==> config.mk <==
export PLATFORM = sky130hd
export DESIGN_NAME = sdmacDatapath
export DESIGN_NICKNAME = d
export VERILOG_FILES = /design/src/sdmacCtrlPkg.sv /design/src/sdmacDataPkg.sv /design/src/cpuReadPort.sv /design/src/cpuWriteLatch.sv /design/src/scsiPacker.sv /design/src/scsiSerializer.sv /design/src/sdmacDatapath.sv /design/src/wordFifo.sv
export SDC_FILE = /design/constraint.sdc
export NUM_CORES = 1
export LEC_CHECK = 0
export BUFFER_PORTS_ARGS = -buffer_cell sky130_fd_sc_hd__buf_2
export CORE_AREA = 5 5 223 225
export DETAILED_ROUTE_END_ITERATION = 12
export DIE_AREA = 0 0 228 230
export PLACE_DENSITY = 0.55
export SLEW_MARGIN = 40
export SYNTH_ARGS = -nofsm -noshare
export SYNTH_HDL_FRONTEND = slang
export SYNTH_HIERARCHICAL = 1
export SYNTH_SLANG_ARGS = --single-unit
==> constraint.sdc <==
create_clock -name CLK -period 2.4 [get_ports CLK]
set_input_delay 0.12 -clock CLK [delete_from_list [all_inputs] [get_ports CLK]]
set_output_delay 0.12 -clock CLK [all_outputs]
set_load 0.02 [all_outputs]
==> src/sdmacCtrlPkg.sv <==
// Control encodings; toCpu matches a high DMA direction bit and the depth must be at least 1
`default_nettype none

package sdmacCtrlPkg;

    // Transfer direction, which selects the active pipeline
    // toScsi carries CPU writes out and toCpu carries SCSI data in
    typedef enum logic {
        toScsi = 1'b0,
        toCpu  = 1'b1
    } dmaDirT;

    // Number of words held by each direction's buffer
    localparam int fifoDepth = 4;

endpackage

`default_nettype wire

==> src/sdmacDataPkg.sv <==
// Widths and payload structs for both data paths; SCSI halves always travel lower half first
`default_nettype none

package sdmacDataPkg;

    // Width of the CPU/DMA bus
    localparam int wordWidth = 32;

    // Width of the SCSI data port
    localparam int halfWidth = 16;

    // One full CPU word and one SCSI half
    typedef logic [wordWidth-1:0] wordT;
    typedef logic [halfWidth-1:0] halfT;

    // Word on its way to SCSI
    // Bit 1 of laneEnable selects the upper half and bit 0 the lower half
    typedef struct packed {
        wordT       data;
        logic [1:0] laneEnable;
    } outWordT;

    // Word packed from SCSI halves
    // halfValid is 11 for a full word and 01 for a flushed lone half
    typedef struct packed {
        wordT       data;
        logic [1:0] halfValid;
    } inWordT;

endpackage

`default_nettype wire

==> src/cpuReadPort.sv <==
// Holds one packed word for the CPU; dataOutEnable is combinational from cpuRdReq and dmaDir
`default_nettype none
`timescale 1ns/1ps

module cpuReadPort (
    input  wire logic                 CLK,
    input  wire logic                 reset,
    input  wire sdmacCtrlPkg::dmaDirT dmaDir,
    input  wire logic                 inReq,
    output logic                      inAck,
    input  wire sdmacDataPkg::inWordT inWord,
    input  wire logic                 cpuRdReq,
    output logic                      cpuRdAck,
    output sdmacDataPkg::inWordT      cpuRdWord,
    output logic                      dataOutEnable
);

    // Present holds a word for the CPU and settle closes the buffer side
    typedef enum logic [1:0] {idle, present, settle} stateT;

    stateT state;

    // Bus drivers turn on for a CPU read while data flows toward the CPU
    assign dataOutEnable = cpuRdReq && (dmaDir == sdmacCtrlPkg::toCpu);

    always_ff @(posedge CLK) begin
        if (state == idle && inReq && !inAck) begin
            cpuRdWord <= inWord;
        end
    end

    always_ff @(posedge CLK) begin
        if (reset) begin
            state    <= idle;
            inAck    <= 1'b0;
            cpuRdAck <= 1'b0;
        end else begin
            case (state)
                idle: begin
                    if (inReq && !inAck) begin
                        state <= present;
                    end
                end
                present: begin
                    // Word is valid from the ack until the CPU drops its request
                    if (cpuRdReq && !cpuRdAck && (dmaDir == sdmacCtrlPkg::toCpu)) begin
                        cpuRdAck <= 1'b1;
                    end else if (cpuRdAck && !cpuRdReq) begin
                        cpuRdAck <= 1'b0;
                        inAck    <= 1'b1;
                        state    <= settle;
                    end
                end
                default: begin
                    if (!inReq) begin
                        inAck <= 1'b0;
                        state <= idle;
                    end
                end
            endcase
        end
    end

endmodule

`default_nettype wire

==> src/cpuWriteLatch.sv <==
// Takes one CPU word per four-phase handshake in toScsi only; dmaDir must not change mid-write
`default_nettype none
`timescale 1ns/1ps

module cpuWriteLatch (
    input  wire logic                 CLK,
    input  wire logic                 reset,
    input  wire sdmacCtrlPkg::dmaDirT dmaDir,
    input  wire logic                 cpuWrReq,
    input  wire sdmacDataPkg::outWordT cpuWrWord,
    output logic                      cpuWrAck,
    output logic                      outReq,
    input  wire logic                 outAck,
    output sdmacDataPkg::outWordT     outWord
);

    // Idle waits for the CPU, push runs the downstream handshake and
    // settle finishes the CPU side once the buffer has the word
    typedef enum logic [1:0] {idle, push, settle} stateT;

    stateT state;
    logic  take;

    // A write is only accepted in toScsi and with the downstream link at rest
    assign take = (state == idle) && cpuWrReq && !outAck &&
                  (dmaDir == sdmacCtrlPkg::toScsi);

    // The word and its lane enables are held until the buffer acks
    always_ff @(posedge CLK) begin
        if (take) begin
            outWord <= cpuWrWord;
        end
    end

    always_ff @(posedge CLK) begin
        if (reset) begin
            state    <= idle;
            cpuWrAck <= 1'b0;
            outReq   <= 1'b0;
        end else begin
            case (state)
                idle: begin
                    if (take) begin
                        outReq <= 1'b1;
                        state  <= push;
                    end
                end
                push: begin
                    // The CPU sees its ack one cycle after the buffer took the word
                    if (outAck) begin
                        outReq   <= 1'b0;
                        cpuWrAck <= 1'b1;
                        state    <= settle;
                    end
                end
                default: begin
                    if (!cpuWrReq) begin
                        cpuWrAck <= 1'b0;
                        state    <= idle;
                    end
                end
            endcase
        end
    end

    // The CPU has to keep its request up until it sees the ack
    cpuAckNeedsReq: assert property (@(posedge CLK) disable iff (reset)
        $rose(cpuWrAck) |-> cpuWrReq);

endmodule

`default_nettype wire

==> src/scsiPacker.sv <==
// Packs halves lower first in toCpu only; scsiEnd is a level that may rise only while scsiInReq is low
`default_nettype none
`timescale 1ns/1ps

module scsiPacker (
    input  wire logic                 CLK,
    input  wire logic                 reset,
    input  wire sdmacCtrlPkg::dmaDirT dmaDir,
    input  wire logic                 scsiInReq,
    input  wire sdmacDataPkg::halfT   scsiInData,
    input  wire logic                 scsiEnd,
    output logic                      scsiInAck,
    output logic                      outReq,
    input  wire logic                 outAck,
    output sdmacDataPkg::inWordT      outWord
);

    sdmacDataPkg::halfT lowHalf;
    logic               haveLow;
    logic               outBusy;
    logic               takeHalf;

    // A word is still on its way to the buffer until its ack has fallen
    assign outBusy = outReq || outAck;

    // A lower half is always welcome, but an upper half needs a free output
    assign takeHalf = scsiInReq && !scsiInAck && (dmaDir == sdmacCtrlPkg::toCpu) &&
                      (!haveLow || !outBusy);

    always_ff @(posedge CLK) begin
        if (reset) begin
            lowHalf   <= '0;
            haveLow   <= 1'b0;
            scsiInAck <= 1'b0;
            outReq    <= 1'b0;
        end else begin
            // SCSI input handshake
            if (takeHalf) begin
                scsiInAck <= 1'b1;
                if (!haveLow) begin
                    lowHalf <= scsiInData;
                    haveLow <= 1'b1;
                end else begin
                    // Second half completes the word
                    outWord.data      <= {scsiInData, lowHalf};
                    outWord.halfValid <= 2'b11;
                    outReq            <= 1'b1;
                    haveLow           <= 1'b0;
                end
            end else if (scsiEnd && haveLow && !outBusy) begin
                // End of transfer pushes the lone half with a zero upper half
                outWord.data      <= {{sdmacDataPkg::halfWidth{1'b0}}, lowHalf};
                outWord.halfValid <= 2'b01;
                outReq            <= 1'b1;
                haveLow           <= 1'b0;
            end else if (scsiInAck && !scsiInReq) begin
                scsiInAck <= 1'b0;
            end

            // Buffer side
            if (outReq && outAck) begin
                outReq <= 1'b0;
            end
        end
    end

endmodule

`default_nettype wire

==> src/scsiSerializer.sv <==
// Sends enabled halves lower first and acks the buffer after the last; inWord must hold until then
`default_nettype none
`timescale 1ns/1ps

module scsiSerializer (
    input  wire logic                  CLK,
    input  wire logic                  reset,
    input  wire logic                  inReq,
    output logic                       inAck,
    input  wire sdmacDataPkg::outWordT inWord,
    output logic                       scsiOutReq,
    input  wire logic                  scsiOutAck,
    output sdmacDataPkg::halfT         scsiOutData
);

    // Load picks the next enabled half, send waits for the SCSI ack,
    // drain waits for it to fall and finish closes the buffer handshake
    typedef enum logic [2:0] {idle, load, send, drain, finish} stateT;

    stateT      state;
    logic [1:0] pending;

    always_ff @(posedge CLK) begin
        if (reset) begin
            state       <= idle;
            pending     <= 2'b00;
            inAck       <= 1'b0;
            scsiOutReq  <= 1'b0;
            scsiOutData <= '0;
        end else begin
            case (state)
                idle: begin
                    if (inReq && !inAck) begin
                        pending <= inWord.laneEnable;
                        state   <= load;
                    end
                end
                load: begin
                    // Lower lane goes first and a disabled lane is skipped
                    if (pending[0] && !scsiOutAck) begin
                        scsiOutData <= inWord.data[sdmacDataPkg::halfWidth-1:0];
                        scsiOutReq  <= 1'b1;
                        pending[0]  <= 1'b0;
                        state       <= send;
                    end else if (pending[1] && !scsiOutAck) begin
                        scsiOutData <= inWord.data[sdmacDataPkg::wordWidth-1:
                                                   sdmacDataPkg::halfWidth];
                        scsiOutReq  <= 1'b1;
                        pending[1]  <= 1'b0;
                        state       <= send;
                    end else if (pending == 2'b00) begin
                        // Nothing left, so the word is done, even one with no lanes
                        inAck <= 1'b1;
                        state <= finish;
                    end
                end
                send: begin
                    if (scsiOutAck) begin
                        scsiOutReq <= 1'b0;
                        state      <= drain;
                    end
                end
                drain: begin
                    if (!scsiOutAck) begin
                        state <= load;
                    end
                end
                default: begin
                    if (!inReq) begin
                        inAck <= 1'b0;
                        state <= idle;
                    end
                end
            endcase
        end
    end

    // The SCSI side must have dropped its ack before the next half is offered
    scsiReqAfterAckLow: assert property (@(posedge CLK) disable iff (reset)
        $rose(scsiOutReq) |-> !scsiOutAck);

endmodule

`default_nettype wire

==> src/sdmacDatapath.sv <==
// Both data pipelines on one clock; dmaDir selects the path and the other one stays idle
`default_nettype none
`timescale 1ns/1ps

module sdmacDatapath (
    input  wire logic                  CLK,
    input  wire logic                  reset,
    input  wire sdmacCtrlPkg::dmaDirT  dmaDir,
    input  wire logic                  cpuWrReq,
    output logic                       cpuWrAck,
    input  wire sdmacDataPkg::outWordT cpuWrWord,
    input  wire logic                  cpuRdReq,
    output logic                       cpuRdAck,
    output sdmacDataPkg::inWordT       cpuRdWord,
    output logic                       dataOutEnable,
    output logic                       scsiOutReq,
    input  wire logic                  scsiOutAck,
    output sdmacDataPkg::halfT         scsiOutData,
    input  wire logic                  scsiInReq,
    output logic                       scsiInAck,
    input  wire sdmacDataPkg::halfT    scsiInData,
    input  wire logic                  scsiEnd
);

    // To-SCSI path links
    logic                  wrFifoReq;
    logic                  wrFifoAck;
    sdmacDataPkg::outWordT wrFifoWord;
    logic                  fifoSerReq;
    logic                  fifoSerAck;
    sdmacDataPkg::outWordT fifoSerWord;

    // From-SCSI path links
    logic                  packFifoReq;
    logic                  packFifoAck;
    sdmacDataPkg::inWordT  packFifoWord;
    logic                  fifoRdReq;
    logic                  fifoRdAck;
    sdmacDataPkg::inWordT  fifoRdWord;

    cpuWriteLatch wrLatch (
        .CLK(CLK), .reset(reset), .dmaDir(dmaDir),
        .cpuWrReq(cpuWrReq), .cpuWrWord(cpuWrWord), .cpuWrAck(cpuWrAck),
        .outReq(wrFifoReq), .outAck(wrFifoAck), .outWord(wrFifoWord)
    );

    wordFifo #(.payloadT(sdmacDataPkg::outWordT), .depth(sdmacCtrlPkg::fifoDepth)) outFifo (
        .CLK(CLK), .reset(reset),
        .inReq(wrFifoReq), .inAck(wrFifoAck), .inData(wrFifoWord),
        .outReq(fifoSerReq), .outAck(fifoSerAck), .outData(fifoSerWord)
    );

    scsiSerializer serializer (
        .CLK(CLK), .reset(reset),
        .inReq(fifoSerReq), .inAck(fifoSerAck), .inWord(fifoSerWord),
        .scsiOutReq(scsiOutReq), .scsiOutAck(scsiOutAck), .scsiOutData(scsiOutData)
    );

    scsiPacker packer (
        .CLK(CLK), .reset(reset), .dmaDir(dmaDir),
        .scsiInReq(scsiInReq), .scsiInData(scsiInData), .scsiEnd(scsiEnd),
        .scsiInAck(scsiInAck),
        .outReq(packFifoReq), .outAck(packFifoAck), .outWord(packFifoWord)
    );

    wordFifo #(.payloadT(sdmacDataPkg::inWordT), .depth(sdmacCtrlPkg::fifoDepth)) inFifo (
        .CLK(CLK), .reset(reset),
        .inReq(packFifoReq), .inAck(packFifoAck), .inData(packFifoWord),
        .outReq(fifoRdReq), .outAck(fifoRdAck), .outData(fifoRdWord)
    );

    cpuReadPort rdPort (
        .CLK(CLK), .reset(reset), .dmaDir(dmaDir),
        .inReq(fifoRdReq), .inAck(fifoRdAck), .inWord(fifoRdWord),
        .cpuRdReq(cpuRdReq), .cpuRdAck(cpuRdAck), .cpuRdWord(cpuRdWord),
        .dataOutEnable(dataOutEnable)
    );

endmodule

`default_nettype wire

==> src/wordFifo.sv <==
// Circular buffer of depth entries with four-phase sides; outData is read straight from storage
`default_nettype none
`timescale 1ns/1ps

module wordFifo #(
    parameter type payloadT = sdmacDataPkg::outWordT,
    parameter int  depth    = sdmacCtrlPkg::fifoDepth
) (
    input  wire logic    CLK,
    input  wire logic    reset,
    input  wire logic    inReq,
    output logic         inAck,
    input  wire payloadT inData,
    output logic         outReq,
    input  wire logic    outAck,
    output payloadT      outData
);

    localparam int ptrW = (depth > 1) ? $clog2(depth) : 1;
    localparam int cntW = $clog2(depth + 1);

    payloadT         mem [depth];
    logic [ptrW-1:0] wrPtr;
    logic [ptrW-1:0] rdPtr;
    logic [cntW-1:0] count;
    logic            push;
    logic            pop;

    // Pointers wrap by hand so that any depth works
    function automatic logic [ptrW-1:0] nextPtr(input logic [ptrW-1:0] ptr);
        return (ptr == ptrW'(depth - 1)) ? '0 : ptr + 1'b1;
    endfunction

    // A new request is taken only when there is room, which is the back-pressure
    assign push = inReq && !inAck && (count != cntW'(depth));
    assign pop = outReq && outAck;

    // The read pointer only moves on a pop, so the word holds while outReq is up
    assign outData = mem[rdPtr];

    always_ff @(posedge CLK) begin
        if (push) begin
            mem[wrPtr] <= inData;
        end
    end

    always_ff @(posedge CLK) begin
        if (reset) begin
            wrPtr  <= '0;
            rdPtr  <= '0;
            count  <= '0;
            inAck  <= 1'b0;
            outReq <= 1'b0;
        end else begin
            if (push) begin
                wrPtr <= nextPtr(wrPtr);
                inAck <= 1'b1;
            end else if (inAck && !inReq) begin
                inAck <= 1'b0;
            end
            // Output request rises only once the previous handshake has fully ended
            if (pop) begin
                rdPtr  <= nextPtr(rdPtr);
                outReq <= 1'b0;
            end else if (!outReq && !outAck && (count != '0)) begin
                outReq <= 1'b1;
            end
            count <= count + cntW'(push) - cntW'(pop);
        end
    end

    // A write must never land on a word that has not been read yet
    noWriteWhenFull: assert property (@(posedge CLK) disable iff (reset)
        push |-> ((wrPtr != rdPtr) || (count == '0)));

    // The reader may sample at any point of its handshake
    outDataStable: assert property (@(posedge CLK) disable iff (reset)
        ($past(outReq) && outReq) |-> $stable(outData));

endmodule

`default_nettype wire

==> summary.txt <==
Clocking
  • CTS tree: built
  • Reg clk slew, reported paths: around 0.06 ns
  • CTS Buf Count: 46
  • Clk buf depth: 3
  • Clock net sink count: approximately 450
  • Root Driver: clkbuf_16
  • H-tree depth: 2
  • Worst-Skew Late Latency: 0.56 ns
  • Setup Buffers After CTS: 0

Detailed routing
  • TritonRoute pass-1 iters: 6
  • Drt total wl: about 32000 µm
  • Via count of the routed design: slightly above 8000
  • Final antenna-violating net count: 0
  • Iter 0 DRT Violations: ~470
  • Remaining routing DRC violations: 0
  • Vias per cell: about 4.7
  • WL/cell: about 19 µm

GRT
  • Total track usage: about an eighth
  • Vias in the first global route: 8791
  • Grt total ovfl: 0
  • Initial antenna violation count: 0
  • First-pass GRT wire length: 50500 µm
  • Largest net degree at the start of global routing: 50

Worst setup path
  • Type of destination of the critical path: flip-flop
  • Crit-path max FO: 5
  • Worst setup path category: flip-flop to flip-flop
  • R2r endpoint: outFifo/count[2]$_SDFF_PP0_
  • R2R cell count: 11
  • Critical path launch point type: flip-flop
  • Crit path required time: 2.88 ns
  • Reg2reg setup slack: ~0.10 ns
  • Crit path DAT: 2.77 ns
  • Worst r2r src: outFifo/count[1]$_SDFF_PP0_

STA
  • Tmin final: 2.30 ns
  • Relative slew slack: a little over half
  • Setup violations, final: 0
  • Fmax achieved: 435 MHz
  • Max Slew Vio Count: 0
  • Final hold slack: between 0.2 and 0.3 ns
  • Final period util: a little over nine tenths
  • Least-Margin Pin Slew: between 0.6 and 0.7 ns
  • Worst Clk Skew: between 0.01 and 0.015 ns
  • RSZ-0062 raised after global routing: true
  • Final hold violation count: 0

Cells and area
  • Fraction of layout cells with a size suffix above 1: 30.4%
  • Syn-to-layout area delta: 22.2%
  • ANT cells: 0
  • Commonest non-fill, non-tap cell in the layout: edfxtp_1
  • Reg area: roughly 13000 µm²
  • Final #Nets: roughly 1100
  • Commonest cells after routing, fill and taps aside: edfxtp_1, buf_2, dlygate4sd3_1
  • Area of the multi-input gates: 3490 µm²
  • Fillers: roughly 4200

Floorplanning
  • Die Span Y: 230 µm
  • Initial Utilization: 34.8%
  • Core ar.: roughly 47000 µm²
  • Die area: ~52000 µm²
  • Rows: 80
  • Io pins: about 110
  • Die X: approximately 230 µm

Place
  • # port buffers: ~110
  • Final HPWL DP: 18300 µm
  • RePlAce Congestion: around 0.68

Min path
  • Hold endpoint: wrLatch/outWord[2]$_DFFE_PP_
  • Hold Crit Depth: 2
  • Hold WC Path Type: input port to flip-flop
  • Hold path start: cpuWrWord[2]

Yosys
  • Syn Inst Count: around 840
  • Distinct cells, synth: 59
  • Post-synthesis sequential area ratio: about three quarters
  • Post-synthesis cell area: roughly 16000 µm²
  • Warning count from the yosys run: 6
  • Post-synth ARST share: 0%
  • Syn Nets: 916
  • Post-synth EDFFs: 373
  • Avg Inst Size Synth: just under 20 µm²
  • Main flop type after synthesis: edfxtp_1
  • FF+latch count, synth: 445

Power and ir drop
  • P_leak: about 6.8 nW
  • Power Total: 0.0169 W
  • Worst ir drop on vdd: roughly 0.00087 V
  • Power Density: 840 nW/µm²

Job
  • Maximum capacitance violations: 0

Run status
  • Outcome: completed
## cells in the mapped netlist (9+ instances only)
cell type | n | area [µm²]
nand2_2 | 9 | 56.3
a21oi_2 | 11 | 96.3
dfxtp_1 | 72 | 1440
edfxtp_1 | 373 | 11200
a21oi_1 | 16 | 80.1
nand2_1 | 37 | 139
and3_1 | 24 | 150
inv_1 | 15 | 56.3
buf_2 | 11 | 55.1
buf_6 | 11 | 124
mux4_2 | 68 | 1530
mux2i_1 | 22 | 220
a211oi_2 | 14 | 175
nor2_1 | 39 | 146
ha_1 | 14 | 175
nor3_1 | 10 | 50.1
## where the power goes
| part | leakage [nW] | internal (W) | switching [W] |
|---|---|---|---|
| sequential | 3.98 | 0.00866 | 0.000184 |
| combinational | 2.09 | 0.000539 | 0.000613 |
| clock | 0.713 | 0.00401 | 0.00288 |
| total | 6.78 | 0.0132 | 0.00368 |
## final cells by class
| type | instances | share of cell area, % |
|---|---|---|
| repair buffers | 214 | 8.31 |
| multi-input cells | 341 | 17.3 |
| clock inverters | 19 | 1.00 |
| clock buffers | 65 | 6.28 |
| well taps | 615 | 3.83 |
| flip-flops and latches | 445 | 62.9 |
| inverters | 17 | 0.317 |
## per-stage QoR
| stage | std cells | setup TNS, ns | utilization [%] | setup WS (ns) | instance area, µm² |
|---|---|---|---|---|---|
| CTS | 1716 | 0 | 42.4 | 0.0490 | 20100 |
| floorplan | 842 | 0 | - | 0.0790 | 16500 |
| global placement | 1560 | 0 | 37.8 | 0.112 | 17900 |
| finish | 1716 | 0 | 42.5 | 0.102 | 20100 |
| detailed placement | 1560 | 0 | 37.8 | 0.0795 | 17900 |
| global route | 1716 | -0.0372 | 42.5 | -0.0372 | 20100 |
## how the worst max path moves through the flow
| stage | from | end | slack, ns | cells after the start |
|---|---|---|---|---|
| 6_report | outFifo/count[1]$_SDFF_PP0_ | outFifo/count[2]$_SDFF_PP0_ | 0.10 | 11 |
| 5_1_grt | outFifo/count[1]$_SDFF_PP0_ | outFifo/count[2]$_SDFF_PP0_ | -0.04 | 11 |
| 4_1_cts | outFifo/count[1]$_SDFF_PP0_ | outFifo/count[2]$_SDFF_PP0_ | 0.05 | 11 |
| 3_5_place_dp | outFifo/count[1]$_SDFF_PP0_ | outFifo/count[2]$_SDFF_PP0_ | 0.08 | 11 |
| 3_3_place_gp | outFifo/count[1]$_SDFF_PP0_ | outFifo/count[2]$_SDFF_PP0_ | 0.11 | 11 |
| 2_1_floorplan | outFifo/count[1]$_SDFF_PP0_ | outFifo/count[2]$_SDFF_PP0_ | 0.08 | 12 |
## sequential cells by signal, indices dropped and copies added, names as in the netlist, 2 cells and up, named ones only
register / flops
outFifo/mem: 136
wrLatch/outWord: 34
outFifo/count: 3
rdPort/state: 2
outFifo/rdPtr: 2
wrLatch/state: 2
outFifo/wrPtr: 2
inFifo/wrPtr: 2
serializer/pending: 2
rdPort/cpuRdWord: 34
inFifo/count: 3
packer/lowHalf: 16
packer/outWord: 33
serializer/state: 3
inFifo/rdPtr: 2
inFifo/mem: 136
serializer/scsiOutData: 16
## worst max-delay path: stages (launching register included)
cell and delay, ns:
dfxtp_2 0.35, or3b_4 0.40, and2_4 0.16, inv_2 0.04
ha_1 0.22, inv_1 0.05, ha_1 0.13, inv_1 0.05
fa_1 0.40, xor2_1 0.16, and2_1 0.15, nor3_1 0.11
## logic make-up after synthesis
group | share of synthesized area, %
adder cells (fa/ha/maj) | 1.31
flip-flops | 76.8
multiplexers | 10.6
buffers and inverters | 2.11
AND/OR/NAND/NOR | 5.50
AO/OA/AOI/OAI | 3.48
XOR/XNOR | 0.106
other | 0.0228
## metal layers
metal	up-vias	part of all wire, %	track usage (%)
li1	3764	-	-
met1	4171	43	15.2
met2	169	51	21.3
met3	44	4.9	2.81
met4	0	1.9	3.14
met5	-	0	0
## timing repair
item / 4_1_cts / 5_1_grt
resized for setup: 0 / 7
setup endpoints to repair: 0 / 2
hold endpoints to repair: 75 / 0
hold buffers: 72 / 0
Note: power is estimated with default switching activity, not from simulation.
